## src/eth_loop_pkg.sv

```systemverilog
package eth_loop_pkg;

	// frame store size in bytes
	localparam int BUF_DEPTH = 2048;
	localparam int BUF_AW = 11;

	// committed frames that can wait for replay
	localparam int META_DEPTH = 4;

	// ethertypes
	localparam logic [15:0] ETHERTYPE_IPV4 = 16'h0800;
	localparam logic [15:0] ETHERTYPE_IPV6 = 16'h86DD;

	// ip protocol and ipv6 next header numbers
	localparam logic [7:0] IPPROTO_ICMP = 8'd1;
	localparam logic [7:0] IPPROTO_TCP = 8'd6;
	localparam logic [7:0] IPPROTO_UDP = 8'd17;
	localparam logic [7:0] IPPROTO_ICMPV6 = 8'd58;

	// network layer seen by the checksum block
	localparam logic [1:0] PROTO_UNKNOWN = 2'd0;
	localparam logic [1:0] PROTO_IPV4 = 2'd1;
	localparam logic [1:0] PROTO_IPV6 = 2'd2;

	// frame offset of the second checksum byte
	localparam int CSUM_POS_W = 15;

endpackage

```

## src/eth_csum_insert.sv

```systemverilog
`timescale 1ns/10ps

module eth_csum_insert (
	input  logic clk,
	input  logic rst_n,
	input  logic [7:0] s_tdata,
	input  logic s_tlast,
	input  logic s_tvalid,
	input  logic [15:0] s_csum_val,
	input  logic [eth_loop_pkg::CSUM_POS_W-1:0] s_csum_pos,
	output logic s_tready,
	output logic [7:0] m_tdata,
	output logic m_tlast,
	output logic m_tvalid,
	input  logic m_tready
);
	import eth_loop_pkg::*;

	// offset of the byte now on the bus
	logic [CSUM_POS_W-1:0] pos_cnt;

	always_ff @(posedge clk) begin
		if (!rst_n) begin
			pos_cnt <= '0;
		end else if (s_tvalid && m_tready) begin
			pos_cnt <= s_tlast ? '0 : pos_cnt + 1'b1;
		end
	end

	assign s_tready = m_tready;
	assign m_tvalid = s_tvalid;
	assign m_tlast = s_tlast;

	// zero value means no checksum applies
	always_comb begin
		m_tdata = s_tdata;
		if (s_csum_val != 16'd0) begin
			if (pos_cnt == s_csum_pos - CSUM_POS_W'(1)) begin
				m_tdata = s_csum_val[15:8];
			end else if (pos_cnt == s_csum_pos) begin
				m_tdata = s_csum_val[7:0];
			end
		end
	end

endmodule

```

## config.mk

```make
export PLATFORM = sky130hd
export DESIGN_NAME = eth_csum_insert
export DESIGN_NICKNAME = d
export VERILOG_FILES = /design/src/eth_loop_pkg.sv /design/src/eth_csum_insert.sv
export SDC_FILE = /design/constraint.sdc
export NUM_CORES = 1
export LEC_CHECK = 0
export ABC_AREA = 1
export BUFFER_PORTS_ARGS = -buffer_cell sky130_fd_sc_hd__buf_2
export CORE_ASPECT_RATIO = 0.7
export CORE_MARGIN = 1
export CORE_UTILIZATION = 53
export DETAILED_ROUTE_END_ITERATION = 10
export GPL_TIMING_DRIVEN = 0
export HOLD_SLACK_MARGIN = 0.05
export PLACE_DENSITY = 0.81
export SYNTH_ARGS = -nofsm -noshare
export SYNTH_HDL_FRONTEND = slang
export SYNTH_SLANG_ARGS = --single-unit
export TNS_END_PERCENT = 5
```

## constraint.sdc

```tcl
create_clock -name clk -period 1.9 [get_ports clk]
set_input_delay 0.095 -clock clk [delete_from_list [all_inputs] [get_ports clk]]
set_output_delay 0.095 -clock clk [all_outputs]
set_load 0.01 [all_outputs]
```

==> flow_metrics.py <==
metrics = {
    "run_status": {
        "status": "complete, but fails checks",
        "violations": "negative setup slack",
    },
    "cts": {
        "ctsHoldBuffers": 0,
        "insertion_delay_ps": 250,
        "cts.path.max_buffers": 2,
        "clock_tree.root_cell": "clkbuf_8",
        "cts_made_buffers": 3,
        "cts_tree": "done",
        "clkSlewWorstSetupHoldPaths_ps": 60,
        "htree_levels": 1,
        "clock_sinks": 15,
    },
    "sta": {
        "clock_skew_ps": 5.02,
        "worstMarginPinSlew_ps": 588,
        "slew_violations": 0,
        "fin_crit_ps": 2100,
        "slew_headroom": 0.604,
        "worst_slack_ps": -202,
        "fin_crit_sh": 1.11,
        "clock.fmax_mhz": 476,
        "hold_viol_final": 0,
        "setup_viol": 8,
        "grt_setup_unrepaired": "yes",
    },
    "critical_path": {
        "start_kind": "flop",
        "crit_end": "m_tdata[7]",
        "ff2ff_setup_slack_ps": 290,
        "crit_arrival_ps": 2010,
        "endpoint_kind": "primary output",
        "crit_required_ps": 1800,
        "critical_path.max_fanout": 8,
        "worstRegToRegCells": 9,
        "r2r_end": "pos_cnt[14]",
        "crit_start": "pos_cnt[14]",
        "r2r-start": "pos_cnt[6]",
        "critPathKind": "flop to primary output",
    },
    "floorplanning": {
        "initial_core_util": 0.558,
        "io_pins": 55,
        "die_y_um": 53.2,
        "coreArea_um2": 3560,
        "rows": 18,
        "die_w_um": 75.2,
        "dieArea_um2": 4000,
    },
    "pwr": {
        "peakVddDrop_mv": 0.440,
        "power_leakage_nw": 1.38,
        "power_mw": 0.865,
        "p_per_area_nw_per_um2": 337,
    },
    "yosys": {
        "synth_most_common_cell": "nand2_1",
        "avgSynthCellArea_um2": 5.71,
        "synth_cell_type_count": 36,
        "synth.largest_area_cell": "nand2_1",
        "postSynthCellCount": 348,
        "synth_top_area_frac": 0.231,
        "async_reset_ff_frac": 0,
        "syn-cell-area_um2": 1990,
        "synth-seq-area-share": 0.151,
        "synth_common_cells": "nand2_1 (122), inv_1 (47), nand3_1 (37)",
        "synthTopCellsByArea": "nand2_1 (23%), dfxtp_1 (15%), nand3_1 (9.3%)",
        "yosys_warnings": 0,
        "synth-edff-count": 0,
        "ys.flop_type": "dfxtp_1",
        "synth-seq-cells": 15,
        "syn-num-nets": 394,
    },
    "finish": {
        "top_regs": "pos_cnt x15",
        "largest_reg_flops": 15,
        "post-route-util": 0.721,
        "largest-register": "pos_cnt",
        "stdcell_count": 467,
        "layout.nets": 464,
        "syn2layout_area_growth_pct": 29.2,
        "diodes": 0,
        "fillers": 314,
        "layout-drive-gt1-share": 0.365,
    },
    "global_route": {
        "antenna_found_initial": 0,
        "grt_pass1_vias": 1788,
        "grt.overflow.total": 0,
        "grt_max_degree": 11,
        "track_usage": 0.279,
        "grt_pass1_wl_mm": 8.34,
    },
    "drt": {
        "drt_first_pass_iters": 5,
        "antenna_left": 0,
        "wl_mm": 5.70,
        "via_per_inst": 5.10,
        "routedWlPerCell_um": 12.2,
        "num_vias": 2380,
        "drtIter0Drc": 216,
        "drc": 0,
    },
    "flow_run": {
        "drv_cap": 0,
    },
    "hold_path": {
        "hp-start": "rst_n",
        "hold_class": "primary input to flop",
    },
    "placed_design": {
        "dp_slack_ps": -28.3,
        "finalWeightedCongestion": 0.877,
        "post-place-cells": 452,
        "dp_hpwl_mm": 4.29,
        "io_buffers": 54,
    },
}
==> per-stage QoR <==
step | setup TNS, ps | instance area (µm²) | hold WS (ps)
after global placement | 0 | 2320 | 465
after global routing | -2160 | 2570 | 310
after CTS | -1070 | 2470 | 274
after detailed placement | -122 | 2320 | 476
final | -1410 | 2570 | 263
after floorplan | 0 | 1990 | 282
==> worst min path at each step <==
stage,cells after the start,slack [ps],end
3_3_place_gp,2,470,pos_cnt[13]
4_1_cts,3,270,pos_cnt[0]
5_1_grt,3,310,pos_cnt[0]
2_1_floorplan,1,280,m_tlast
6_report,3,260,pos_cnt[0]
3_5_place_dp,3,480,m_tlast
==> where the power goes <==
part	leakage [nW]	switching [mW]	total [mW]	internal, mW
sequential	0.127	0.00500	0.319	0.314
clock	0.0228	0.109	0.257	0.148
combinational	1.23	0.172	0.289	0.116
==> layer usage <==
metal  up-vias  wire length [µm]  global-route usage
met2        65              2520               0.407
met1      1082              2740               0.448
met4         0                25              0.0309
met3         6               406              0.0229
met5         -                 0                   0
li1       1227                 -                   -
==> worst max-delay path: stages (launching register included) <==
cell	delay (ps)
dfxtp_2	340
xnor2_2	210
nand4_1	270
nor2_4	300
nand2_4	150
nand2_2	90
nand2_1	50
inv_1	40
nand2_1	50
nand3_1	70
nand2_1	80
buf_6	120
==> cell usage in the layout, fill, tap and decap left out, types with 4 or more instances in the layout <==
| cell | instances |
|---|---|
| xnor2_2 | 4 |
| dfxtp_1 | 4 |
| nor2_1 | 22 |
| o21ai_0 | 8 |
| dfxtp_2 | 8 |
| nor2_2 | 12 |
| buf_2 | 54 |
| inv_2 | 14 |
| nand2_2 | 15 |
| nand4_1 | 7 |
| inv_1 | 42 |
| buf_4 | 12 |
| o21ai_1 | 4 |
| nand2_1 | 112 |
| nor2_4 | 8 |
| a21oi_1 | 8 |
| nand3_1 | 36 |
| xor2_1 | 7 |
==> cell families (layout without fill, tap and decap cells) <==
kind of cell	count (synthesis)	count (layout)	share of synthesized area
and+or+nand+nor	227	229	0.572
xor gates and xnor gates	13	13	0.0573
AOI/OAI and AO/OA	28	28	0.0807
adders and majority gates	2	2	0.0126
buffers and inverters	63	130	0.126
DFF	15	15	0.151
==> area by class of cell <==
class / count / area [µm²] / share of cell area
multi-input combinational: 272 / 1530 / 0.598
timing repair buffer: 63 / 344 / 0.134
sequential: 15 / 322 / 0.125
inverter: 58 / 220 / 0.0858
tap: 50 / 62.6 / 0.0244
clock buffer: 4 / 45.0 / 0.0176
buffer: 5 / 38.8 / 0.0151
==> what timing repair did <==
| item | in CTS | in global routing |
|---|---|---|
| gates resized for setup | 17 | 25 |
| setup endpoints to repair | 8 | 8 |
| pin swaps | 10 | 12 |
| buffers inserted | 5 | 4 |
| gates cloned | 2 | 0 |
No activity file was read; power rests on OpenSTA's default activity.
